## src/common/auMixPkg.sv

```systemverilog
package auMixPkg;

	typedef logic [15:0]  cellIxT;     // sample cell index
	typedef logic [127:0] cellDataT;   // one sample cell
	typedef logic [31:0]  ringAddrT;   // ring byte address
	typedef logic [6:0]   bankIxT;     // line in one bank, cell ix bits 7:1
	typedef logic [7:0]   cellTagT;    // cell ix bits 15:8
	typedef logic [7:0]   nodeIdT;

	localparam logic [7:0] opmIdle     = 8'h00;
	localparam logic [7:0] opmLoadReq  = 8'h31;
	localparam logic [7:0] opmLoadResp = 8'h70;   // response class, load ok

	localparam nodeIdT   ownNodeId = 8'h2A;
	localparam ringAddrT cellBase  = 32'h0200_0000;   // 1 MiB aligned sample region
	localparam int       bankLines = 128;

	typedef struct packed
	{
		logic [7:0] opm;
		nodeIdT     srcNode;
		logic [7:0] seqTag;    // bit 7 bank select, 6:0 rover
		ringAddrT   addr;
		cellDataT   data;
	} ringFlitT;

	localparam ringFlitT idleFlit = '{
		opm:     opmIdle,
		srcNode: 8'h00,
		seqTag:  8'h00,
		addr:    32'h0,
		data:    128'h0
	};

	typedef struct packed
	{
		logic   valid;
		cellIxT ix;
	} cellReqT;

	typedef struct packed
	{
		logic     valid;
		cellDataT data;
	} cellRespT;

	typedef struct packed
	{
		logic   valid;
		logic   bank;      // 0 even, 1 odd
		cellIxT ix;
	} missReqT;

	typedef struct packed
	{
		logic     valid;
		cellIxT   ix;
		cellDataT data;
	} fillT;

	// byte address of a cell on the ring
	function automatic ringAddrT cellAddr(cellIxT ix);
		return cellBase + {12'h000, ix, 4'h0};
	endfunction

	// inverse of cellAddr for addresses inside the sample region
	function automatic cellIxT cellIxOf(ringAddrT addr);
		ringAddrT offset;
		offset = addr - cellBase;
		return offset[19:4];
	endfunction

endpackage

```

## src/ringbus/ringNode.sv

```systemverilog
module ringNode
(
	input  logic               clock,
	input  logic               reset,
	input  auMixPkg::ringFlitT ringIn,
	output auMixPkg::ringFlitT ringOut,
	input  auMixPkg::missReqT  missReq,
	output logic               missReady,
	output auMixPkg::fillT     fillEven,
	output auMixPkg::fillT     fillOdd
);

	logic               slotIdle;
	logic               ownResp;
	logic               slotFree;
	logic [6:0]         rover;       // sequence count for our requests
	auMixPkg::ringFlitT reqFlit;
	auMixPkg::cellIxT   respIx;
	auMixPkg::cellIxT   fillIxL;
	auMixPkg::cellDataT fillDataL;
	logic               fillEvenV;
	logic               fillOddV;

	assign slotIdle = (ringIn.opm == auMixPkg::opmIdle);
	assign ownResp  = (ringIn.opm == auMixPkg::opmLoadResp) &&
		(ringIn.srcNode == auMixPkg::ownNodeId);
	assign slotFree = slotIdle || ownResp;   // our own responses free their slot

	// request goes out this cycle only into a free slot
	assign missReady = slotFree && missReq.valid;

	assign reqFlit = '{
		opm:     auMixPkg::opmLoadReq,
		srcNode: auMixPkg::ownNodeId,
		seqTag:  {missReq.bank, rover},
		addr:    auMixPkg::cellAddr(missReq.ix),
		data:    '0
	};

	assign respIx = auMixPkg::cellIxOf(ringIn.addr);

	always_ff @(posedge clock)
	begin
		if (reset)
		begin
			ringOut <= auMixPkg::idleFlit;
			rover   <= 7'd0;
		end
		else if (slotFree)
		begin
			ringOut <= missReq.valid ? reqFlit : auMixPkg::idleFlit;
			if (missReq.valid)
				rover <= rover + 7'd1;
		end
		else
			ringOut <= ringIn;   // foreign flit, one stage
	end

	// bank chosen by the tag bit stamped at insertion
	always_ff @(posedge clock)
	begin
		if (reset)
		begin
			fillEvenV <= 1'b0;
			fillOddV  <= 1'b0;
		end
		else
		begin
			fillEvenV <= ownResp && !ringIn.seqTag[7];
			fillOddV  <= ownResp && ringIn.seqTag[7];
		end
	end

	always_ff @(posedge clock)
	begin
		fillIxL   <= respIx;
		fillDataL <= ringIn.data;
	end

	assign fillEven = '{valid: fillEvenV, ix: fillIxL, data: fillDataL};
	assign fillOdd  = '{valid: fillOddV, ix: fillIxL, data: fillDataL};

endmodule

```

## config.mk

```make
export PLATFORM = sky130hd
export DESIGN_NAME = ringNode
export DESIGN_NICKNAME = d
export VERILOG_FILES = /design/src/common/auMixPkg.sv /design/src/ringbus/ringNode.sv
export SDC_FILE = /design/constraint.sdc
export NUM_CORES = 1
export LEC_CHECK = 0
export ABC_CLOCK_PERIOD_IN_PS = 2740
export BUFFER_PORTS_ARGS = -buffer_cell sky130_fd_sc_hd__buf_2
export CORE_AREA = 4 4 259 261
export DETAILED_ROUTE_END_ITERATION = 6
export DIE_AREA = 0 0 263 265
export RECOVER_POWER = 25
export SETUP_SLACK_MARGIN = 0.05
export SYNTH_ARGS = -nofsm -noshare
export SYNTH_HDL_FRONTEND = slang
export SYNTH_SLANG_ARGS = --single-unit
```

## constraint.sdc

```tcl
create_clock -name clock -period 2.74 [get_ports clock]
set_clock_uncertainty 0.15 [all_clocks]
set_input_delay 0.548 -clock clock [delete_from_list [all_inputs] [get_ports clock]]
set_output_delay 0.548 -clock clock [all_outputs]
set_load 0.05 [all_outputs]
```

* Yosys cells after proc, flatten, opt, wreduce, memory -nomap -nowiden
Index checks and enable logic that the tools add are counted.
Storage, ports and cells: flip-flop bits (word level) 337, input port bits 204, output and inout bits 475, logic and storage cells 25
Operators by class: $add $sub $neg 3, eq/ne operators 2, muxes and demuxes 2, reductions and logical operators 8
Operators with widths (number):
- $mux 184 | 1
- $mux 182 | 1
- $add 26x20->27 const A | 1
- $sub 20x1->20 const B | 1
- $eq 8x6->1 const B | 1
- $eq 8x7->1 const B | 1
- $logic_not 8->1 | 1
- $add 7x1->7 const B | 1
- $logic_and 1x1->1 | 4
- $reduce_and 2->1 | 1
- $logic_not 1->1 | 1
- $logic_or 1x1->1 | 1

* Logic depth before layout (Yosys ltp)
Gate-level depths: netlist of the first run.
word-level depth 4, depth in mapped cells 6, depth with buffers taken out 5

* Worst setup path after synthesis of the first run
Ideal clock, no wire load.
path kind in2out, from in ringIn[168] (netlist name), to out missReady, arrival time 2.240 ns, data required time 2.042 ns, slack -0.198 ns, stages on the path 3, path buffers 0, cells stage by stage nor4b_4 -> a31oi_2 -> nor3_1
Between the ends: word-level cells in the longest chain between the ends 4
Ends and longest elaborated chain:
- start, declared | RTL line ringNode.sv:5 | input auMixPkg::ringFlitT ringIn,
- $eq 8x6->1 | RTL line ringNode.sv:26 | (ringIn.srcNode == auMixPkg::ownNodeId);
- $logic_and 1x1->1 | RTL line ringNode.sv:25 | assign ownResp = (ringIn.opm == auMixPkg::opmLoadResp) &&
- $logic_or 1x1->1 | RTL line ringNode.sv:27 | assign slotFree = slotIdle || ownResp;
- $logic_and 1x1->1 | RTL line ringNode.sv:30 | assign missReady = slotFree && missReq.valid;
- end, declared | RTL line ringNode.sv:8 | output logic missReady,
No other way between the ends.

* Worst setup path after layout of the first run
Ends and elaborated chain as after synthesis.

==> impl_results.md, run 1 <==
* Status: finished, violations left
* Failing checks: max-capacitance violations, max-slew violations
* Ys flop type: dfxtp_1
* PwrDens at ~790 nW/um2
* Antenna violations before repair at 5
* Syn Nets at 1012
* RSZ-0062 raised after global routing: false
* Cells after Synth at roughly 800
* Commonest cells after routing, fill and taps aside: 580 x buf_2, 337 x dfxtp_1, 148 x and2_1, 142 x dlygate4sd3_1, 106 x clkbuf_1
* Family with the most delay on the worst path: simple AND/OR/NAND/NOR gates
* Ranking of synthesized cells by area: dfxtp_1 69%, buf_4 11%, and2_1 9.6%
* Clk_lat worst skew at 0.54 ns
* Slew headroom at -0.312
* Area Growth Syn to Fin at 58.9%
* Die ar. at about 70000 um2
* Hold path depth at 2
* Period utilization at 0.914
* Pins Over Slew Limit at 46
* Actual slew at the worst max-slew pin at between 1.5 and 2 ns
* Via Count at just over 8000
* Cell mode on critical path: buf_2
* Yosys cell types at 34
* Compound-Gate Fraction of Synth Area at 0.0392
* Die width at roughly 260 um
* Area leader, netlist: dfxtp_1
* Global-route wire length before repair at 57200 um
* Mux cell area share after synthesis at 0.00115
* Io pins at 679
* Detail Route Antenna Nets at 0
* Iteration-0 DRC Markers at 410
* Post-synth EDFFs at 0
* Final setup fails at 0
* Net count, final at between 1500 and 2000
* IR Drop Worst-Case VDD at around 0.44 mV
* Largest family of logic cells by synthesized area: simple AND/OR/NAND/NOR gates
* Root Buffer: clkbuf_16
* Required time worst endpoint at between 2 and 2.5 ns
* Initial Util at 0.151
* Htree depth at 2
* Vias/cell at between 3 and 4
* Vias in the first global route at ~8400
* First-pass DRT Iterations at 5
* Bufs on Longest Clock Path at 3
* Synth top area share at 0.691
* RePlAce Congestion at 0.818
* Async S/R FF share, synth at 0
* Placed cells at 2164
* CP cell instances: buf_2, nor4b_4, a31oi_2, nor3_2, buf_2
* Xor/xnor cell area share of the yosys netlist at 0
* # rows at 93
* Largest net degree at the start of global routing at 150
* Tot GR Track Use at 0.110
* Post-DR wirelength/cell at 17.3 um
* Post-layout minimum cycle time at between 2 and 3 ns
* Achievable Freq at ~400 MHz
* Clk pin slew, worst setup/hold paths at approximately 0.05 ns
* Worst Path Arrival at about 1.8 ns
* Post_cts resized at 0
* Crit path depth at 5
* CP peak stage delay at 0.42 ns
* CTS Hold Buffers Added at around 140
* Syn Area/Cell at 12.1 um2
* Mapped Area at about 9800 um2
* Setup TNS at 0 ns
* Synth Area in Adders at 0.00128
* Pre-CTS setup slack at around 0.22 ns
* Ys Warns at 0
* Final setup margin at ~0.24 ns
* Reg2Reg Depth at 5
* Hold Vio Cnt, Final at 0
* Most common cell after layout, fill and taps aside: buf_2
* CTS Sinks at 337
* Critical path class: primary input to output port
* Startpoint Class: primary input
* Design area at ~16000 um2
* Flops & latches, synth at between 300 and 400
* Height of the chip at roughly 270 um
* Layout cells sized above 1 at 0.428
* CP Buf/Inv Count at 2
* Crit Path Max Fanout at 3
* Finished Layout Cells at 2371
* Setup Fix Bufs, Post-CTS at 0
* Hold Crit Class: primary input to flip-flop
* CP max-delay cell: nor4b_4
* Dpl hpwl at ~31000 um
* Buffers on Ports at 678
* Post-Route WL at about 41000 um
* # fillers at 6878
* TritonCTS clock tree: done
* Post-synthesis sequential area ratio at 0.691
* CTS Buf Count at 36
* P_leak at just over 7 nW
* Max Cap Viol at 1
* Post-synthesis simple-gate area fraction at 0.138
* Core ar. at ~64000 um2
* Global route overflow at 0
* Number of remaining DRC errors at 0
* Post-place instance area at 13100 um2
* Setup crit end kind: output port
## Yosys cell counts, types with 2 or more instances
cell	instances
o21ai_0	30
o31ai_1	5
nand2b_1	7
or4_1	4
inv_1	2
buf_4	148
buf_2	7
nor2b_1	5
clkbuf_1	26
nor2_1	6
nand2_1	2
nand4b_1	2
nand4_1	28
and2_1	149
dfxtp_1	337
nor3_1	2
a21oi_1	30
## sequential cells by signal (all words and copies together), names as in the netlist
register / count
fillEvenV: 1
fillDataL: 128
ringOut: 184
rover: 7
fillOddV: 1
fillIxL: 16
## report_power, final
| group | switching (mW) | internal [mW] |
|---|---|---|
| sequential | 0.111 | 5.16 |
| combinational | 1.75 | 0.539 |
| clock | 2.02 | 2.69 |
## worst paths after layout
path	startpoint	end	slack, ns
max reg2reg	rover[0]	rover[6]	0.94
min	ringIn[167]	fillEvenV	0.06
min reg2reg	rover[6]	rover[6]	0.34
max	ringIn[168]	missReady	0.24
## layout make-up
cell class | count | area, um2 | share of cell area
tap | 855 | 1070 | 0.0690
inverter | 2 | 7.51 | 0.000484
multi-input combinational | 285 | 1770 | 0.114
sequential | 337 | 6750 | 0.435
clock inverter | 13 | 138 | 0.00888
timing repair buffer | 827 | 4770 | 0.308
clock buffer | 51 | 1010 | 0.0650
antenna | 1 | 2.50 | 0.000161
## through the flow
step                 util  hold WS (ns)  power [mW]
finish              0.241        0.0554        12.3
global route        0.240        0.0220        12.8
detailed placement  0.203         0.332        7.54
CTS                 0.243       0.00515        12.5
floorplan               -         0.302        6.98
global placement    0.203         0.332        7.54
## cell families (layout without fill, tap and decap cells)
logic type / count (synthesis) / count (layout)
flops: 337 / 337
simple gates: 213 / 213
buf+inv: 185 / 893
compound gates: 70 / 70
fa+ha+maj: 1 / 1
mux: 1 / 1
other cells: 0 / 1
## worst register-to-register path: cells and delay by family, from the launching register on
kind	cells	cell delay, ns
flops	1	0.41
compound gates	1	0.14
fa+ha+maj	1	0.24
simple gates	3	0.77
## routing by layer
metal	share of wire	GRT usage
met1	0.37	0.119
met5	0.00063	0
met3	0.096	0.0408
met4	0.058	0.0630
met2	0.48	0.187
No activity file was read; power rests on OpenSTA's default activity.
==> run 2: changes to the inputs <==
--- a/config.mk
+++ b/config.mk
@@ -6,10 +6,12 @@
 export NUM_CORES = 1
 export LEC_CHECK = 0
 export ABC_CLOCK_PERIOD_IN_PS = 2740
-export BUFFER_PORTS_ARGS = -buffer_cell sky130_fd_sc_hd__buf_2
 export CORE_AREA = 4 4 259 261
+export CTS_CLUSTER_SIZE = 20
 export DETAILED_ROUTE_END_ITERATION = 6
 export DIE_AREA = 0 0 263 265
+export DONT_BUFFER_PORTS = 1
+export GPL_TIMING_DRIVEN = 0
 export RECOVER_POWER = 25
 export SETUP_SLACK_MARGIN = 0.05
 export SYNTH_ARGS = -nofsm -noshare
==> impl_results.md, run 2 (synthesis results as in run 1) <==
* TritonCTS clock tree: done
* Hold path endpoint: ringOut[138]
* Setup TNS at 0 ns (unchanged)
* Largest net degree at the start of global routing at 14 (-91%)
* Vias/cell at 3.59 (+4.2%)
* PwrDens at 862 nW/um2 (+9.0%)
* Hold path depth at 2 (unchanged)
* Detail Route Antenna Nets at 0 (unchanged)
* Worst R2R Setup Slack at 0.91 ns (-0.03 ns)
* RePlAce Congestion at 0.914 (+12%)
* Pins Over Slew Limit at 0 (-100%)
* Crit Path Max Fanout at 9 (+6)
* CTS Buf Count at 35 (-2.8%)
* Regs by FF count: ringOut: 184 flops, fillDataL: 128 flops, fillIxL: 16 flops
* Die width at 263 um (unchanged)
* Clk pin slew, worst setup/hold paths at 0.05 ns (about the same)
* Largest Register: ringOut
* Vias in the first global route at 7337 (-13%)
* Period utilization at 0.939 (+0.0258)
* Max Cap Viol at 0 (-1)
* Worst Setup SP: ringIn[168]
* Antenna violations before repair at 5 (unchanged)
* CTS Sinks at 337 (unchanged)
* Finished Layout Cells at 1909 (-19%)
* Util after Layout at 0.214 (-0.0261)
* Setup crit end kind: output port
* Setup Fix Bufs, Post-CTS at 0 (unchanged)
* Commonest cells after routing, fill and taps aside: 337 x dfxtp_1, 189 x dlygate4sd3_1, 146 x buf_4, 136 x and2_1, 35 x clkbuf_16
* Hold path startpoint: ringIn[138]
* Post-DR wirelength/cell at 22.2 um (+28%)
* Hold_ws at 0.0569 ns (+0.00155 ns)
* Power, Total at 11.9 mW (-2.8%)
* IR Drop Worst-Case VDD at 0.460 mV (+3.6%)
* Dpl hpwl at 32900 um (+4.9%)
* Final setup fails at 0 (unchanged)
* Placed cells at 1662 (-23%)
* Via Count at 6852 (-16%)
* Reg2reg start: rover[0]
* Buffers on Ports at 0 (-100%)
* Status: finished, final reports clean
* Io pins at 679 (unchanged)
* Achievable Freq at 389 MHz (-2.7%)
* Bufs on Longest Clock Path at 3 (unchanged)
* Global route overflow at 0 (unchanged)
* Iteration-0 DRC Markers at 362 (-12%)
* Required time worst endpoint at 2.04 ns (about the same)
* Hold Crit Class: primary input to flip-flop
* Actual slew at the worst max-slew pin at 0.795 ns (-1.17 ns)
* Reg2Reg Depth at 5 (unchanged)
* # rows at 93 (unchanged)
* Worst Path Arrival at 1.88 ns (+0.07 ns)
* Initial Util at 0.151 (unchanged)
* Max FFs per register at 184 (unchanged)
* Area Growth Syn to Fin at 41.7%
* Height of the chip at 265 um (unchanged)
* Clk_lat worst skew at 0.53 ns (about the same)
* Hold Vio Cnt, Final at 0 (unchanged)
* Reg-to-Reg End: rover[6]
* Slew headroom at 0.470 (+0.782)
* Global-route wire length before repair at 57100 um (-0.13%)
* Most common cell after layout, fill and taps aside: dfxtp_1
* Net count, final at 1238 (-27%)
* Die ar. at 69700 um2 (unchanged)
* Number of remaining DRC errors at 0 (unchanged)
* Post-layout minimum cycle time at 2.57 ns (+0.0706 ns)
* Post-Route WL at 42400 um (+3.2%)
* First-pass DRT Iterations at 4 (-1)
* Layout cells sized above 1 at 0.204 (-0.225)
* Critical path class: primary input to output port
* Root Buffer: clkbuf_16
* Core ar. at 64500 um2 (unchanged)
* Tot GR Track Use at 0.113 (+0.00219)
* Htree depth at 2 (unchanged)
* P_leak at 5.50 nW (-23%)
* Startpoint Class: primary input
* RSZ-0062 raised after global routing: false
run 2: cell types whose count changed in the layout (fill, tap and decap cells not counted), sizes merged, moves of 2 or more:
cell	previous run	this run
buf	587	152
clkbuf	149	78
dlygate4sd3	142	189
clkinv	11	6
diode	1	3
inv	2	4
run 2: repair_timing:
action                     in CTS  in global routing
setup endpoints to repair       1                  1
hold endpoints to repair      321                  0
gates resized for setup         1                  2
hold buffers                  189                  0
pin swaps                       0                  1
run 2: cell type report:
class                   count  area, um2
diodes                      3       7.51
plain buffers             183       1240
clock buffers              47       1000
clock inverters             8       81.3
fillers                  6868      50600
inverters                   2       7.51
multi-input cells         285       1780
flip-flops and latches    337       6750
well taps                 855       1070
repair buffers            189       1890
run 2: worst max-delay path, cell delays in order:
cell     delay (ns)
nor4b_4        0.36
a31oi_2        0.31
nor3_4         0.65
run 2: how the worst max path moves through the flow:
| stage | endpoint | slack (ns) | cells after the start |
|---|---|---|---|
| 6_report | missReady | 0.17 | 3 |
| 2_1_floorplan | missReady | 0.26 | 3 |
| 3_5_place_dp | ringOut[22] | -0.34 | 6 |
| 3_3_place_gp | ringOut[22] | -0.29 | 6 |
| 4_1_cts | missReady | 0.11 | 3 |
| 5_1_grt | missReady | 0.09 | 3 |
run 2: where the power goes:
group | internal [mW] | leakage [nW] | switching [mW]
logic | 0.400 | 2.14 | 0.696
registers | 5.16 | 2.82 | 1.12
clock network | 2.57 | 0.537 | 1.97
total | 8.14 | 5.50 | 3.79
run 2: metrics by stage:
stage	instance area [um2]	setup slack, ns
after global placement	10800	-0.287
after detailed placement	10800	-0.340
after CTS	13800	0.111
after global routing	13800	0.0911
after floorplan	9760	0.257
final	13800	0.166
run 2: per-layer routing:
metal | vias up | share of wire | track usage
met2 | 579 | 0.51 | 0.205
met3 | 87 | 0.11 | 0.0436
li1 | 2902 | - | -
met5 | - | 0 | 0
met1 | 3284 | 0.34 | 0.115
met4 | 0 | 0.042 | 0.0494
==> run 3: changes to the inputs <==
--- a/config.mk
+++ b/config.mk
@@ -12,6 +12,7 @@
 export DIE_AREA = 0 0 263 265
 export DONT_BUFFER_PORTS = 1
 export GPL_TIMING_DRIVEN = 0
+export PLACE_DENSITY = 0.3
 export RECOVER_POWER = 25
 export SETUP_SLACK_MARGIN = 0.05
 export SYNTH_ARGS = -nofsm -noshare
==> impl_results.md, run 3 (synthesis results as in run 1) <==
* Final setup fails at 0 (unchanged)
* Setup crit end kind: output port
* Worst R2R Setup Slack at 0.95 ns (+0.04 ns)
* Initial Util at 0.151 (unchanged)
* Dpl hpwl at 29200 um (-11%)
* Hold Vio Cnt, Final at 0 (unchanged)
* Achievable Freq at 386 MHz (-0.57%)
* Detail Route Antenna Nets at 0 (unchanged)
* # rows at 93 (unchanged)
* Via Count at 6373 (-7.0%)
* Vias/cell at 3.32 (-7.4%)
* Power, Total at 12.6 mW (+6.1%)
* CTS Sinks at 337 (unchanged)
* Internal power at 8.85 mW (+8.8%)
* Number of remaining DRC errors at 0 (unchanged)
* Switching share of power at 0.300 (-0.0176)
* Largest net degree at the start of global routing at 15 (+1)
* Worst Path Arrival at 1.89 ns (about the same)
* Reg-to-Reg End: rover[6]
* Post-Route WL at 37300 um (-12%)
* Global route overflow at 0 (unchanged)
* Layout cells sized above 1 at 0.208 (+0.00487)
* Family with the most delay on the worst path: simple AND/OR/NAND/NOR gates
* Critical path class: primary input to output port
* Net Switching at 3.79 mW (+0.18%)
* Clk pin slew, worst setup/hold paths at 0.06 ns (about the same)
* RSZ-0062 raised after global routing: false
* Combinational power share at 0.083 (-0.009)
* Htree depth at 2 (unchanged)
* Reg2reg start: rover[0]
* Max Cap Viol at 0 (unchanged)
* Reg2Reg Depth at 5 (unchanged)
* Most common cell after layout, fill and taps aside: dfxtp_1
* CP peak stage delay at 0.60 ns (-0.05 ns)
* Largest Register: ringOut
* Share of total power in sequential cells at 0.495 (-0.032)
* Buffers on Ports at 0 (unchanged)
* Clock group share of total power at 0.422 (+0.041)
* Global-route wire length before repair at 51800 um (-9.3%)
* Crit Path Max Fanout at 9 (unchanged)
* # fillers at 6918 (+0.73%)
* Core ar. at 64500 um2 (unchanged)
* Root Buffer: clkbuf_16
* Actual slew at the worst max-slew pin at 0.944 ns (+0.149 ns)
* TritonCTS clock tree: done
* Setup TNS at 0 ns (unchanged)
* CP max-delay cell: nor3_4
* Area Growth Syn to Fin at 43.7%
* CP cell instances: nor4b_4, a31oi_4, nor3_4
* Regs by FF count: ringOut: 184 flops, fillDataL: 128 flops, fillIxL: 16 flops
* Post-DR wirelength/cell at 19.5 um (-12%)
* Tot GR Track Use at 0.100 (-0.0126)
* Die width at 263 um (unchanged)
* Post-layout minimum cycle time at 2.59 ns (+0.0147 ns)
* Setup Fix Bufs, Post-CTS at 0 (unchanged)
* CTS Buf Count at 37 (+5.7%)
* Slew headroom at 0.371 (-0.0994)
* IR Drop Worst-Case VDD at 0.407 mV (-11%)
* Vias in the first global route at 6926 (-5.6%)
* Max FFs per register at 184 (unchanged)
* CP Buf/Inv Count at 0 (unchanged)
* Iteration-0 DRC Markers at 216 (-40%)
* Status: finished, final reports clean
* RePlAce Congestion at 0.785 (-14%)
* Net count, final at 1237 (-0.081%)
* Startpoint Class: primary input
* Clk_lat worst skew at 0.53 ns (about the same)
* Hold path depth at 1 (-1)
* PwrDens at 901 nW/um2 (+4.5%)
* First-pass DRT Iterations at 4 (unchanged)
* Hold path endpoint: ringOut[103]
* Hold path startpoint: ringIn[103]
* Required time worst endpoint at 2.04 ns (about the same)
* Die ar. at 69700 um2 (unchanged)
* Antenna violations before repair at 2 (-3)
* P_leak at 5.59 nW (+1.6%)
* Pins Over Slew Limit at 0 (unchanged)
* Commonest cells after routing, fill and taps aside: 337 x dfxtp_1, 186 x dlygate4sd3_1, 145 x buf_4, 140 x and2_1, 39 x clkbuf_16
* Bufs on Longest Clock Path at 3 (unchanged)
* Hold Crit Class: primary input to flip-flop
* Height of the chip at 265 um (unchanged)
* Period utilization at 0.945 (+0.00535)
* Io pins at 679 (unchanged)
[run 3: worst max path at each step]
stage / start / endpoint / slack, ns / depth (start not counted)
finish: ringIn[168] / missReady / 0.15 / 3
global route: ringIn[169] / ringOut[123] / 0.07 / 6
CTS: ringIn[168] / missReady / 0.07 / 3
detailed placement: ringIn[169] / ringOut[49] / -0.37 / 6
global placement: ringIn[169] / ringOut[49] / -0.35 / 6
floorplan: ringIn[168] / missReady / 0.26 / 3
[run 3: repair_timing]
| action | in CTS | in global routing |
|---|---|---|
| gates resized for setup | 1 | 1 |
| setup endpoints to repair | 1 | 1 |
| hold buffers | 185 | 1 |
| endpoints found under the hold margin | 313 | 1 |
| pin swaps | 0 | 1 |
[run 3: layout make-up]
class,instances,area [um2],area share
Antenna cell,3,7.51,0.000535
Buffer,183,1240,0.0882
Clock buffer,51,1100,0.0785
Clock inverter,16,220,0.0157
Inverter,2,7.51,0.000535
Multi-Input combinational cell,285,1770,0.126
Sequential cell,337,6750,0.481
Tap cell,855,1070,0.0763
Timing Repair Buffer,186,1860,0.133
[run 3: through the flow]
| stage | setup slack [ns] | instance area [um2] | instances | util | hold WS (ns) |
|---|---|---|---|---|---|
| after floorplan | 0.257 | 9760 | 807 | - | 0.302 |
| after global placement | -0.349 | 10800 | 1662 | 0.168 | 0.346 |
| after detailed placement | -0.373 | 10800 | 1662 | 0.168 | 0.344 |
| after CTS | 0.0714 | 14000 | 1914 | 0.217 | 0.00138 |
| after global routing | 0.0730 | 14000 | 1916 | 0.217 | 0.0117 |
| final | 0.152 | 14000 | 1918 | 0.218 | 0.0409 |
[run 3: worst register-to-register path: stages (launching register included)]
cell and delay (ns):
dfxtp_1 0.41, ha_1 0.22, nand4_1 0.09, or2_2 0.30, or4_1 0.40, a21oi_1 0.15
[run 3: per-layer routing]
metal / vias up / routed length [um] / global-route usage
li1: 2902 / - / -
met3: 62 / 3410 / 0.0370
met2: 449 / 19800 / 0.188
met4: 0 / 1380 / 0.0423
met5: - / 0 / 0
met1: 2960 / 12700 / 0.0992
[run 3: power groups by stage]
stage               sequential [mW]  combinational [mW]  clock [mW]
floorplan                      6.27               0.707           0
global placement               6.39               0.811           0
detailed placement             6.38               0.810           0
CTS                            6.27                1.07        5.55
global route                   6.28                1.11        5.75
finish                         6.26                1.05        5.34
