### config.mk
export PLATFORM = sky130hd
export DESIGN_NAME = cellMerge
export DESIGN_NICKNAME = d
export VERILOG_FILES = /design/src/common/auMixPkg.sv /design/src/rtl/cellMerge.sv
export SDC_FILE = /design/constraint.sdc
export NUM_CORES = 1
export LEC_CHECK = 0
export BUFFER_PORTS_ARGS = -buffer_cell sky130_fd_sc_hd__clkbuf_2
export CORE_AREA = 4 4 178 180
export CTS_CLUSTER_DIAMETER = 60
export CTS_CLUSTER_SIZE = 12
export DETAILED_ROUTE_END_ITERATION = 8
export DIE_AREA = 0 0 182 184
export GPL_TIMING_DRIVEN = 0
export PLACE_DENSITY = 0.6
export SLEW_MARGIN = 20
export SYNTH_ARGS = -nofsm -noshare
export SYNTH_HDL_FRONTEND = slang
export SYNTH_SLANG_ARGS = --single-unit
### constraint.sdc
create_clock -name clock -period 6.2 [get_ports clock]
set_input_delay 1.24 -clock clock [delete_from_list [all_inputs] [get_ports clock]]
set_output_delay 1.24 -clock clock [all_outputs]
set_load 0.02 [all_outputs]
### src/common/auMixPkg.sv
package auMixPkg;

	typedef logic [15:0]  cellIxT;     // sample cell index
	typedef logic [127:0] cellDataT;   // one sample cell
	typedef logic [31:0]  ringAddrT;   // ring byte address
	typedef logic [6:0]   bankIxT;     // line in one bank, cell ix bits 7:1
	typedef logic [7:0]   cellTagT;    // cell ix bits 15:8
	typedef logic [7:0]   nodeIdT;

	localparam logic [7:0] opmIdle     = 8'h00;
	localparam logic [7:0] opmLoadReq  = 8'h31;
	localparam logic [7:0] opmLoadResp = 8'h70;   // response class, load ok

	localparam nodeIdT   ownNodeId = 8'h2A;
	localparam ringAddrT cellBase  = 32'h0200_0000;   // 1 MiB aligned sample region
	localparam int       bankLines = 128;

	typedef struct packed
	{
		logic [7:0] opm;
		nodeIdT     srcNode;
		logic [7:0] seqTag;    // bit 7 bank select, 6:0 rover
		ringAddrT   addr;
		cellDataT   data;
	} ringFlitT;

	localparam ringFlitT idleFlit = '{
		opm:     opmIdle,
		srcNode: 8'h00,
		seqTag:  8'h00,
		addr:    32'h0,
		data:    128'h0
	};

	typedef struct packed
	{
		logic   valid;
		cellIxT ix;
	} cellReqT;

	typedef struct packed
	{
		logic     valid;
		cellDataT data;
	} cellRespT;

	typedef struct packed
	{
		logic   valid;
		logic   bank;      // 0 even, 1 odd
		cellIxT ix;
	} missReqT;

	typedef struct packed
	{
		logic     valid;
		cellIxT   ix;
		cellDataT data;
	} fillT;

	// byte address of a cell on the ring
	function automatic ringAddrT cellAddr(cellIxT ix);
		return cellBase + {12'h000, ix, 4'h0};
	endfunction

	// inverse of cellAddr for addresses inside the sample region
	function automatic cellIxT cellIxOf(ringAddrT addr);
		ringAddrT offset;
		offset = addr - cellBase;
		return offset[19:4];
	endfunction

endpackage

### src/rtl/cellMerge.sv
module cellMerge
(
	input  logic               clock,
	input  logic               reset,
	input  auMixPkg::cellReqT  cellReq,
	output logic               cellReqReady,
	output auMixPkg::cellRespT cellResp,
	input  logic               cellRespReady,
	output auMixPkg::cellIxT   evenIx,
	output auMixPkg::cellIxT   oddIx,
	input  logic               evenHit,
	input  logic               oddHit,
	input  auMixPkg::cellDataT evenData,
	input  auMixPkg::cellDataT oddData,
	output auMixPkg::missReqT  missReq,
	input  logic               missReady
);

	typedef enum logic [2:0] {idle, lookup, fetch, waitFill, respond} stateT;

	stateT              state;
	stateT              stateNext;
	auMixPkg::cellIxT   reqIx;
	auMixPkg::cellIxT   nextIx;
	auMixPkg::cellIxT   curIx;
	auMixPkg::cellIxT   curNextIx;
	auMixPkg::cellIxT   pfWantIx;   // prefetch waiting for a ring slot
	auMixPkg::cellIxT   pfIx [2];   // prefetch in flight, per bank
	logic [1:0]         pfPend;
	logic               pfWant;
	logic               pfGo;
	logic               pfMatch;
	logic               pfNeed;
	logic               reqBank;
	logic               nextBank;
	logic               reqHit;
	logic               nextHit;
	logic               lookValid;
	auMixPkg::cellDataT reqData;
	auMixPkg::cellDataT respData;

	// idle looks up the incoming index so a hit costs only two cycles
	assign curIx     = (state == idle) ? cellReq.ix : reqIx;
	assign curNextIx = curIx + 16'd1;
	assign evenIx    = curIx[0] ? curNextIx : curIx;
	assign oddIx     = curIx[0] ? curIx : curNextIx;

	assign reqBank   = reqIx[0];
	assign nextBank  = ~reqIx[0];
	assign nextIx    = reqIx + 16'd1;
	assign reqHit    = reqBank ? oddHit : evenHit;
	assign nextHit   = reqBank ? evenHit : oddHit;
	assign reqData   = reqBank ? oddData : evenData;
	assign lookValid = (state == lookup) || (state == waitFill);

	assign pfMatch = pfPend[reqBank] && (pfIx[reqBank] == reqIx);   // already on its way
	assign pfNeed  = !nextHit && !(pfPend[nextBank] && (pfIx[nextBank] == nextIx));
	assign pfGo    = missReady && (state != fetch);

	always_comb
	begin
		stateNext = state;
		unique case (state)
			idle:     if (cellReq.valid) stateNext = lookup;
			lookup:   stateNext = reqHit ? respond : (pfMatch ? waitFill : fetch);
			fetch:    if (missReady) stateNext = waitFill;
			waitFill: if (reqHit) stateNext = respond;
			respond:  if (cellRespReady) stateNext = idle;
			default:  stateNext = idle;
		endcase
	end

	// demand load first, prefetch whenever no demand is being sent
	always_comb
	begin
		missReq = '0;
		if (state == fetch)
			missReq = '{valid: 1'b1, bank: reqBank, ix: reqIx};
		else if (pfWant && (state != lookup))
			missReq = '{valid: 1'b1, bank: pfWantIx[0], ix: pfWantIx};
	end

	assign cellReqReady = (state == idle);
	assign cellResp     = '{valid: (state == respond), data: respData};

	always_ff @(posedge clock)
	begin
		if (reset)
		begin
			state  <= idle;
			pfWant <= 1'b0;
			pfPend <= 2'b00;
		end
		else
		begin
			state <= stateNext;
			if (lookValid && reqHit && (pfIx[reqBank] == reqIx))
				pfPend[reqBank] <= 1'b0;    // prefetched cell has landed
			if (lookValid && nextHit && (pfIx[nextBank] == nextIx))
				pfPend[nextBank] <= 1'b0;
			if ((state == fetch) && missReady)
				pfPend[reqBank] <= 1'b0;    // a newer load owns this bank
			if ((state == lookup) && pfWant && (pfWantIx == reqIx))
				pfWant <= 1'b0;             // turned into a demand
			if ((state == lookup) && !reqHit && pfNeed)
				pfWant <= 1'b1;
			if (pfGo)
			begin
				pfWant              <= 1'b0;
				pfPend[pfWantIx[0]] <= 1'b1;
			end
		end
	end

	always_ff @(posedge clock)
	begin
		if ((state == idle) && cellReq.valid)
			reqIx <= cellReq.ix;
		if (lookValid && reqHit)
			respData <= reqData;
		if ((state == lookup) && !reqHit && pfNeed)
			pfWantIx <= nextIx;
		if (pfGo)
			pfIx[pfWantIx[0]] <= pfWantIx;
	end

endmodule

; ---- Word-level counts from Yosys, hierarchy flattened
; Memories as Yosys holds them, arrays and structs flattened. A register that Yosys moved wholly into a read port is not among the register bits.
; Index checks and enable logic that the tools add are counted.
[op_classes]
addsub = 2
magnitude_cmp = 6
n_eq_ne = 13
mux = 37
bitwise_logic = 7
reduce_logical = 26
[ops]
columns = cell, count
row1 = 128-bit two-way mux, 1
row2 = 16-bit == test, 3
row3 = 16-bit two-way mux, 3
row4 = 18-bit two-way mux, 2
row5 = 16-bit by 1-bit adder with 16-bit output (second input constant), 2
row6 = 1-bit logical AND, 18
row7 = 1-bit two-way mux, 15
row8 = 3-bit two-way mux, 5
row9 = 3-bit case mux with 5 select lines, 1
row10 = 2-bit two-way mux, 7
row11 = 2-bit AND, 3
row12 = 3-bit by 2-bit == test with 1-bit output (second input constant), 2
row13 = 1-bit by 2-bit less-than comparator with 1-bit output (second input constant), 3
row14 = 2-bit inequality test (second input constant), 3
row15 = 2-bit inverter, 2
row16 = 4-bit AND reduction, 1
row17 = 1-bit demux with 1-bit select, 3
row18 = 3-bit by 1-bit == test with 1-bit output (second input constant), 1
row19 = 3-bit == test (second input constant), 1
row20 = 1-bit greater-or-equal comparator (second input constant), 3
row21 = 1-bit logical NOT, 3
row22 = 3-bit logical NOT, 1
row23 = 3-bit by 1-bit inequality test with 1-bit output (second input constant), 1
row24 = 3-bit by 2-bit inequality test with 1-bit output (second input constant), 1
row25 = 6 further kinds, 6
[word_totals]
regBits = 166
ram_bits = 32
input_bits = 279
out_inout_bits = 180
word_cells = 98
mem_count = 1
[memory_table]
columns = memory, words, word_bits, rd, rd_clocked_by_memory_dff, wr, line
row1 = pfIx, 2, 16, 2, 1, 1, cellMerge.sv:28  ; auMixPkg::cellIxT pfIx [2];

; ---- Longest topological paths before layout
; Gate-level depths: netlist (run 1).
[logic_depth]
depth_word = 16
mapped_depth = 12
ltp_nobuf = 10

; ---- Worst setup path before layout (run 1)
; OpenSTA, ideal clock, no wires.
[synth_path]
path_kind = register to output
from = reg state[2]
to = out oddIx[12]
t_arrival_ns = 3.803
required_time_ns = 4.960
path_slack_ns = 1.157
stages_incl_launch_ff = 12
n_path_buf = 3
path_cell_list = dfxtp_1 > buf_2 > nor3_4 > buf_2 > buf_1 > mux2_2 > ha_1 > inv_1 > or4b_2 > nor4b_1 > nand3_1 > xor2_1
[synth_between]
elab_chain_cells = 4
[synth_lines]
columns = element, line
row1 = start: declaration, cellMerge.sv:21  ; stateT state;
row2 = start signal: assignment, cellMerge.sv:90  ; state <= idle;
row3 = start signal: assignment, cellMerge.sv:96  ; state <= stateNext;
row4 = 3-bit logical NOT (*), n/a
row5 = via cellReqReady, cellMerge.sv:6  ; output logic cellReqReady,
row6 = 16-bit two-way mux (*), cellMerge.sv:43  ; assign curIx = (state == idle) ? cellReq.ix : reqIx;
row7 = 16-bit by 1-bit adder with 16-bit output, cellMerge.sv:44  ; assign curNextIx = curIx + 16'd1;
row8 = 16-bit two-way mux (*), cellMerge.sv:46  ; assign oddIx = curIx[0] ? curIx : curNextIx;
row9 = end: declaration, cellMerge.sv:10  ; output auMixPkg::cellIxT oddIx,
; The timed path passes the listed nets; every way through them passes the cells marked *.

; ---- Worst setup path after layout (run 1)
[layout_path]
from = reg state[2]
to = out oddIx[14]
[layout_between]
elab_chain_cells = 4
[layout_lines]
columns = element, line
row1 = 3-bit logical NOT (*), cellMerge.sv:43
row2 = 16-bit two-way mux (*), cellMerge.sv:43
row3 = 16-bit by 1-bit adder with 16-bit output, cellMerge.sv:44
row4 = 16-bit two-way mux (*), cellMerge.sv:46
; Mark *: on every way between the ends. The rest lies on a longest branch, timed or not.

==> results of run 1 <==
-- cell type report --
| class | instances | area, sq um |
|---|---|---|
| Timing Repair Buffer | 458 | 2320 |
| Sequential cell | 199 | 5910 |
| Buffer | 48 | 198 |
| Clock inverter | 13 | 138 |
| Clock buffer | 19 | 443 |
| Inverter | 15 | 61.3 |
| Tap cell | 396 | 495 |
| Fill cell | 2875 | 16800 |
| Multi-Input combinational cell | 451 | 3820 |
| Antenna cell | 4 | 10.0 |
-- state kept, by name (all words and copies together) (netlist names), named ones only --
name and cells:
pfIx 32, state 3, reqIx 16, pfPend 2, pfWantIx 16, respData 128, pfWant 1
-- Yosys cell counts (2+ instances only) --
cell | instances | area share [%]
o31a_1 | 2 | 0.18
xnor3_1 | 4 | 0.90
o21ai_0 | 6 | 0.30
nand3_1 | 8 | 0.40
xor2_1 | 26 | 2.3
a31oi_1 | 3 | 0.19
nor2_1 | 22 | 0.83
ha_1 | 2 | 0.25
or3_1 | 2 | 0.13
nand4b_1 | 2 | 0.18
a21oi_1 | 20 | 1.0
nor3_2 | 2 | 0.20
nor4_1 | 10 | 0.63
nand2b_1 | 3 | 0.19
nor3_1 | 8 | 0.40
and3_1 | 3 | 0.19
and2_1 | 2 | 0.13
dfxtp_1 | 7 | 1.4
a21boi_0 | 2 | 0.15
nor4b_1 | 2 | 0.18
nand4_1 | 7 | 0.44
edfxtp_1 | 192 | 58
nand2_1 | 54 | 2.0
mux2_2 | 134 | 15
buf_1 | 11 | 0.41
clkbuf_1 | 30 | 1.1
clkinv_1 | 2 | 0.075
xnor2_1 | 51 | 4.5
buf_2 | 4 | 0.20
o31ai_1 | 2 | 0.15
buf_4 | 3 | 0.23
a2bb2oi_1 | 3 | 0.26
and4_1 | 2 | 0.18
mux2i_1 | 49 | 4.9
inv_1 | 13 | 0.49
conb_1 | 2 | 0.075
-- power groups by stage --
stage	clock network, mW	logic [mW]	registers (mW)
6_report	1.12	0.668	1.57
5_1_grt	1.20	0.722	1.57
4_1_cts	1.15	0.674	1.57
3_5_place_dp	0	0.670	1.60
3_3_place_gp	0	0.659	1.60
2_1_floorplan	0	0.367	1.64
-- worst min-delay path, cell delays in order (launching register included) --
cell,delay [ps]
dfxtp_1,320
nand2_1,80
o31ai_1,70
-- metrics by stage --
step	cell area (sq um)	hold slack, ps	setup TNS, ps
final	13400	510	0
after global routing	13400	545	0
after CTS	13400	513	0
after detailed placement	12800	496	0
after global placement	12700	492	-107870
after floorplan	9960	471	0
-- cells by family (layout without fill, tap and decap cells) --
group           after synthesis  count (layout)
flops                       199             199
mux                         183             183
simple gates                135             135
xor+xnor                     81              81
buf+inv                      63             553
compound gates               48              48
fa+ha+maj                     2               2
other cells                   2               6
-- worst max-delay path by stage --
| stage | slack (ps) | from | depth (start not counted) | to |
|---|---|---|---|---|
| after CTS | 130 | reqIx[0] | 9 | missReq[16] |
| after global placement | -870 | reqIx[0] | 6 | respData[105] |
| after global routing | 180 | state[2] | 13 | oddIx[14] |
| after floorplan | 1160 | state[2] | 11 | oddIx[12] |
| final | 510 | state[2] | 13 | oddIx[14] |
| after detailed placement | 670 | reqIx[0] | 9 | missReq[16] |
-- routing by layer --
layer  share of wire (%)  up-vias
met5                0.12        -
met2                  48      340
met3                 8.5       39
met1                  41     3621
met4                 1.8        6
li1                    -     3607
==> impl_metrics.toml, run 1 <==
[outcome]
outcome = "complete, no violations"

[synthesis]
ys_seq_area_share_pct = 59.3
synth_xor_area_share_pct = 7.67
synth_top_family_by_area = "multiplexers"
async_flop_share_pct = 0
ys_seq_elements = 199
ys.flop_type = "edfxtp_1"
synth_compound_area_share_pct = 3.17
syn_avg_cell_area_sq_um = 14.0
synth-edff-count = 192
synthMuxAreaShare_pct = 20.1
ys_types = 54
syn-num-nets = 994
syn_inst = 713
yosysWarnings = 0
synthSimpleGateAreaFrac_pct = 6.95
synth_fa_ha_area_share_pct = 0.251
synth_area_sq_mm = 0.00996

[pwr]
peakVddDrop_v = 0.000144
p_leak_nw = 5.62
swShare_pct = 28.2
cellInternalPower_mw = 2.41
p_seq_share_pct = 46.7
p_sw_uw = 946
power_density_mw_per_mm2 = 251
clockPowerShare_pct = 33.4
comb_power_share_pct = 19.9
power.total_mw = 3.36

[placed_design]
gp_congestion = 0.838
dp_cells = 1567
hpwl_mm = 27.8
portBuffers = 456
dp_slack_ps = 669

[floorplan]
boundaryPins = 459
die_height_um = 184
dieArea_sq_mm = 0.0335
chipWidth_um = 182
core-area_sq_mm = 0.0302
start_util_pct = 33.0
core.rowCount = 64

[cells_and_area]
final_common_cell = "clkbuf_2"
finish.utilization_pct = 44.4
stdcell_count = 1603
drive_gt1_share_pct = 53.5
nNetsFinal = 1471
final_cell_mix = "457 x clkbuf_2, 192 x edfxtp_1, 134 x mux2_2, 54 x nand2_1, 51 x xnor2_1"
syn2layout_area_growth_pct = 34.4

[setup_path]
crit_path_max_incr_delay_ps = 730
cp_num_buf_inv = 5
crit_top_cell = "buf_2"
endpoint_kind = "output port"
path_delay_family = "simple AND/OR/NAND/NOR gates"
crit_slowest_cell = "or4b_2"
rrSetupSlack_ps = 2140
worstPathRequired_ps = 4960
critPathLaunchType = "flop"
r2r-start = "reqIx[0]"
cp_cell_sequence = "buf_2 > nor3_4 > buf_2 > buf_1 > mux2_2 > ha_1 > inv_1 > or4b_2 > nor4b_2 > nand2_1 > nor2_1 > xnor2_1 > clkbuf_2"
crit_fanout = 10
r2r_cells = 9
critPathKind = "flop to output port"
arrival_ps = 4450
rr_endpoint = "pfWant"

[drt]
viasPerCell = 4.75
vias = 7613
post_drt_wl_per_cell_um = 21.5
firstDrtPassIters = 4
routed_wl_mm = 34.5
drcViolationCount = 0
ant_nets = 0
drt_iter0_drc = 498

[clock_tree]
cts_buffers = 17
hold_buffers = 0
post-cts-setup-buffers = 0
cts-root-buf = "clkbuf_16"
htree_num_levels = 4
clk_pin_slew_ps = 80
cts_tree = "yes"
clock_path_buffers = 2
clk_latency_ps = 440
cts.repair.resized = 0
cts.sinks = 199

[global_route]
use_met1_pct = 25.3
met3_usage_pct = 6.23
grt.total_usage_pct = 19.8
antenna_found_initial = 8
grt_first_pass_wirelength_mm = 49.4
top_usage_layer = "met2"
grt-ovfl-total = 0
first_global_vias = 7740
grt.met2_usage_pct = 32.2
grt_max_degree = 83

[sta]
tightest_slew_ps = 1020
fin_skew_ps = 15.5
fin_crit_sh_pct = 91.8
hold_viol_final = 0
maxSlewHeadroom_pct = 31.9
drv_slew = 0
fin_crit_ps = 5690
setup_viol = 0
fmax_mhz = 176
rsz0062_at_grt = "no"
setup_ws_ps = 507

[min_path]
min_to = "pfPend[0]"
worst_hold_path.num_cells = 2
hp-start = "pfPend[0]"
hold_path.class = "flop to flop"

[run]
maxCapViolCount = 0
No activity file was read; power rests on OpenSTA's default activity.
==> inputs of run 2 (changes only) <==
--- a/config.mk
+++ b/config.mk
@@ -8,7 +8,7 @@
 export BUFFER_PORTS_ARGS = -buffer_cell sky130_fd_sc_hd__clkbuf_2
 export CORE_AREA = 4 4 178 180
 export CTS_CLUSTER_DIAMETER = 60
-export CTS_CLUSTER_SIZE = 12
+export CTS_CLUSTER_SIZE = 25
 export DETAILED_ROUTE_END_ITERATION = 8
 export DIE_AREA = 0 0 182 184
 export GPL_TIMING_DRIVEN = 0
==> constraint.sdc (replaced) <==
create_clock -name clock -period 6.4 [get_ports clock]
set_input_delay 1.28 -clock clock [delete_from_list [all_inputs] [get_ports clock]]
set_output_delay 1.28 -clock clock [all_outputs]
set_load 0.02 [all_outputs]
==> run 2 against run 1 <==
Effect of this change: global-route usage is the same; sequential share of layout area about the same; combinational power fell by 3.1%; flip-flop and latch count unchanged; clock-buffer cell count did not move; sequential power fell by 3%; critical path type unchanged; total power down 3.1%; worst hold slack about the same; clock power barely moved; clock skew is essentially flat; highest routed layer unchanged; first-iteration DRC count increased by 2.8%.
==> impl_metrics.toml, run 2 (same netlist as run 1, synthesis figures left out) <==
[floorplan]
core-area_sq_mm = 0.0302
chipWidth_um = 182
boundaryPins = 459
dieArea_sq_mm = 0.0335
core.rowCount = 64
die_height_um = 184
start_util_pct = 33.0

[sta]
setup_viol = 0
hold-worst-slack_ps = 510
fmax_mhz = 167
fin_crit_ps = 5990
setup_ws_ps = 410
hold_viol_final = 0
drv_slew = 0
fin_skew_ps = 15.6
maxSlewHeadroom_pct = 30.2
tightest_slew_ps = 1050
fin_crit_sh_pct = 93.6
rsz0062_at_grt = "no"

[placed_design]
placed_cell_area_sq_mm = 0.0128
dp_cells = 1567
portBuffers = 456
dp_slack_ps = 829
hpwl_mm = 27.8
gp_congestion = 0.838

[min_path]
hold_path.class = "flop to flop"
worst_hold_path.num_cells = 2

[drt]
drt_iter0_drc = 512
vias = 7673
drcViolationCount = 0
routed_wl_mm = 34.6
routed-wl-met2_mm = 16.8
post_drt_wl_per_cell_um = 21.6
firstDrtPassIters = 5
top_layer = "met5"
wl_met3_mm = 2.90
viasPerCell = 4.79
ant_nets = 0
wl_met1_mm = 14.3

[cells_and_area]
final_common_cell = "clkbuf_2"
regMostFlops = "respData"
stdcell_count = 1603
drive_gt1_share_pct = 53.4
nNetsFinal = 1471
final_area_sq_mm = 0.0134
largest_reg_flops = 128
syn2layout_area_growth_pct = 34.3
final_cell_mix = "456 x clkbuf_2, 192 x edfxtp_1, 134 x mux2_2, 54 x nand2_1, 51 x xnor2_1"

[outcome]
outcome = "complete, no violations"

[clock_tree]
cts.repair.resized = 0
cts_buffers = 17
clk_latency_ps = 440
htree_num_levels = 4
clk_pin_slew_ps = 80
hold_buffers = 0
cts_tree = "yes"
cts.sinks = 199
cts-root-buf = "clkbuf_16"
clock_path_buffers = 2
post-cts-setup-buffers = 0

[setup_path]
endpoint_kind = "output port"
rrSetupSlack_ps = 2120
arrival_ps = 4710
crit_fanout = 10
critPathKind = "flop to output port"
worstPathRequired_ps = 5120
r2r_cells = 6
critPathLaunchType = "flop"

[pwr]
power_density_mw_per_mm2 = 243
p_leak_nw = 5.62
power.total_mw = 3.25
peakVddDrop_v = 0.000139

[global_route]
grt_max_degree = 83
grt_first_pass_wirelength_mm = 49.4
antenna_found_initial = 8
grt.total_usage_pct = 19.8
grt-ovfl-total = 0
first_global_vias = 7740

[run]
maxCapViolCount = 0
## run 2: cell count changes in the layout (fill, tap and decap cells not counted)
cell | before | now
clkbuf_1 | 30 | 31
clkbuf_2 | 457 | 456
nor4b_1 | 1 | 2
nor4b_2 | 1 | 0
## run 2: final cells by class
type                            instances  area, sq um
Timing Repair Buffer                  458         2320
Antenna cell                            4         10.0
Buffer                                 48          196
Inverter                               15         61.3
Clock buffer                           19          443
Tap cell                              396          495
Fill cell                            2876        16800
Clock inverter                         13          138
Sequential cell                       199         5910
Multi-Input combinational cell        451         3810
## run 2: per-layer routing
layer  track usage [%]  vias to the layer above
met2              32.2                      349
met4              6.15                        6
met3              6.23                       39
met1              25.3                     3667
li1                  -                     3612
met5                 0                        -
## run 2: final timing paths
| kind | endpoint | from |
|---|---|---|
| hold reg to reg | pfPend[0] | pfPend[0] |
| setup reg to reg | respData[100] | reqIx[0] |
| hold / removal | pfPend[0] | pfPend[0] |
| setup / recovery | oddIx[14] | state[2] |
## run 2: worst max-delay path, cell delays in order (launching register included)
cell	delay (ps)
dfxtp_1	300
buf_2	170
nor3_4	380
buf_2	350
buf_1	520
mux2_2	270
ha_1	160
inv_1	50
or4b_2	730
nor4b_1	700
nand2_1	160
nor2_1	140
xnor2_1	140
clkbuf_2	200
## run 2: through the flow
step / TNS, ps / utilization (%)
2_1_floorplan: 0 / -
3_3_place_gp: -82270 / 42.2
3_5_place_dp: 0 / 42.4
4_1_cts: 0 / 44.3
5_1_grt: 0 / 44.3
6_report: 0 / 44.3
## run 2: where the power goes
| group | internal (mW) | switching, mW |
|---|---|---|
| Sequential | 1.50 | 0.0182 |
| Clock | 0.562 | 0.524 |
| Combinational | 0.273 | 0.374 |
| Total | 2.34 | 0.916 |
==> inputs of run 3 (changes only) <==
--- a/config.mk
+++ b/config.mk
@@ -6,13 +6,15 @@
 export NUM_CORES = 1
 export LEC_CHECK = 0
 export BUFFER_PORTS_ARGS = -buffer_cell sky130_fd_sc_hd__clkbuf_2
-export CORE_AREA = 4 4 178 180
+export CELL_PAD_IN_SITES_DETAIL_PLACEMENT = 0
+export CELL_PAD_IN_SITES_GLOBAL_PLACEMENT = 1
+export CORE_AREA = 4 4 175 177
 export CTS_CLUSTER_DIAMETER = 60
 export CTS_CLUSTER_SIZE = 25
 export DETAILED_ROUTE_END_ITERATION = 8
-export DIE_AREA = 0 0 182 184
+export DIE_AREA = 0 0 179 181
 export GPL_TIMING_DRIVEN = 0
-export PLACE_DENSITY = 0.6
+export PLACE_DENSITY = 0.76
 export SLEW_MARGIN = 20
 export SYNTH_ARGS = -nofsm -noshare
 export SYNTH_HDL_FRONTEND = slang
==> run 3 against run 2 <==
Effect of this change: combinational power is essentially flat; highest routed layer unchanged; largest power group unchanged; sequential power is essentially flat; critical path depth is the same; critical path type unchanged; clock skew shrank 0.93 ps; cell area is essentially flat.
==> impl_metrics.toml, run 3 (same netlist as run 1, synthesis figures left out) <==
[global_route]
grt-ovfl-total = 0
grt_max_degree = 109
grt_first_pass_wirelength_mm = 49.4
antenna_found_initial = 12
first_global_vias = 7665
grt.total_usage_pct = 20.9

[pwr]
peakVddDrop_v = 0.000149
power.total_mw = 3.24
power_density_mw_per_mm2 = 242
p_leak_nw = 5.61

[setup_path]
crit_fanout = 10
worstPathRequired_ps = 5120
crit_path_max_incr_delay_ps = 730
critPathLaunchType = "flop"
path_delay_family = "simple AND/OR/NAND/NOR gates"
cp_num_buf_inv = 5
endpoint_kind = "output port"
cp_cell_sequence = "buf_2 > nor3_4 > buf_2 > buf_1 > mux2_2 > ha_1 > inv_1 > or4b_2 > nor4b_1 > nand2_1 > nor2_1 > xnor2_1 > clkbuf_2"
crit_slowest_cell = "or4b_2"
crit_top_cell = "buf_2"
critPathKind = "flop to output port"
arrival_ps = 4770

[drt]
post_drt_wl_per_cell_um = 21.9
vias = 7596
drcViolationCount = 0
routed_wl_mm = 35.0
ant_nets = 0
viasPerCell = 4.76
drt_iter0_drc = 584
firstDrtPassIters = 6

[placed_design]
dp_cells = 1561
hpwl_mm = 28.3
portBuffers = 456
gp_congestion = 0.873
dp_slack_ps = 742

[sta]
setup_viol = 0
fin_crit_ps = 6050
tightest_slew_ps = 964
fin_skew_ps = 14.6
setup_ws_ps = 348
rsz0062_at_grt = "no"
fin_crit_sh_pct = 94.6
drv_slew = 0
hold_viol_final = 0
maxSlewHeadroom_pct = 35.7
fmax_mhz = 165

[floorplan]
start_util_pct = 34.1
chipWidth_um = 179
dieArea_sq_mm = 0.0324
boundaryPins = 459
core-area_sq_mm = 0.0292
core.rowCount = 63
die_height_um = 181

[cells_and_area]
drive_gt1_share_pct = 53.4
largest_reg_flops = 128
final_cell_mix = "457 x clkbuf_2, 192 x edfxtp_1, 134 x mux2_2, 54 x nand2_1, 51 x xnor2_1"
stdcell_count = 1597
final_common_cell = "clkbuf_2"
regMostFlops = "respData"
syn2layout_area_growth_pct = 34.3
nNetsFinal = 1471
fillers = 2731

[clock_tree]
clock_path_buffers = 2
cts-root-buf = "clkbuf_16"
post-cts-setup-buffers = 0
htree_num_levels = 4
clk_pin_slew_ps = 80
cts.repair.resized = 0
hold_buffers = 0
clk_latency_ps = 440
cts_tree = "yes"
cts_buffers = 17
cts.sinks = 199

[run]
maxCapViolCount = 0

[outcome]
outcome = "complete, no violations"

[min_path]
hold_path.class = "flop to flop"
## run 3: cell count changes in the layout (fill, tap and decap cells not counted), sizes merged
cell           change
inv                -1
clkinvlp           +3
clkdlybuf4s15      +1
clkbuf             -2
clkinv             -1
## run 3: worst paths after layout
path / from / to / slack (ps) / cells past startpoint
worst max register to register: reqIx[0] / respData[119] / 2450 / 6
worst max-delay path: state[2] / oddIx[14] / 350 / 13
worst min register to register: pfPend[1] / pfPend[1] / 520 / 2
worst min-delay path: pfPend[1] / pfPend[1] / 520 / 2
## run 3: per-stage QoR
stage / setup TNS (ps) / util, % / area (sq um) / hold WS [ps]
2_1_floorplan: 0 / - / 9960 / 471
4_1_cts: 0 / 45.7 / 13400 / 513
3_3_place_gp: -75130 / 43.5 / 12700 / 492
5_1_grt: 0 / 45.7 / 13400 / 538
3_5_place_dp: 0 / 43.7 / 12800 / 501
6_report: 0 / 45.7 / 13400 / 515
## run 3: layer usage
| metal | share of wire (%) | GRT usage [%] | up-vias |
|---|---|---|---|
| met4 | 1.8 | 6.36 | 12 |
| met1 | 41 | 26.3 | 3588 |
| li1 | - | - | 3601 |
| met5 | 0.17 | 0 | - |
| met2 | 48 | 34.3 | 352 |
| met3 | 9.0 | 6.65 | 43 |
## run 3: worst reg2reg max path: stages (launching register included)
cell and delay [ps]:
edfxtp_1 400, clkbuf_1 540, clkbuf_1 640, clkdlybuf4s15_1 640, clkbuf_2 400, buf_1 630
mux2_2 440
## run 3: cell type report
class	count	area, sq um	area share (%)
multi-input cells	451	3810	28.5
diodes	4	10.0	0.0748
flip-flops and latches	199	5910	44.2
clock buffers	18	429	3.21
plain buffers	48	204	1.52
inverters	15	63.8	0.477
repair buffers	458	2320	17.4
well taps	390	488	3.65
clock inverters	14	141	1.06
## run 3: where the power goes
part / internal, mW / leakage, nW / switching [mW]
Sequential: 1.50 / 1.82 / 0.0184
Combinational: 0.274 / 3.51 / 0.376
Clock: 0.548 / 0.270 / 0.525
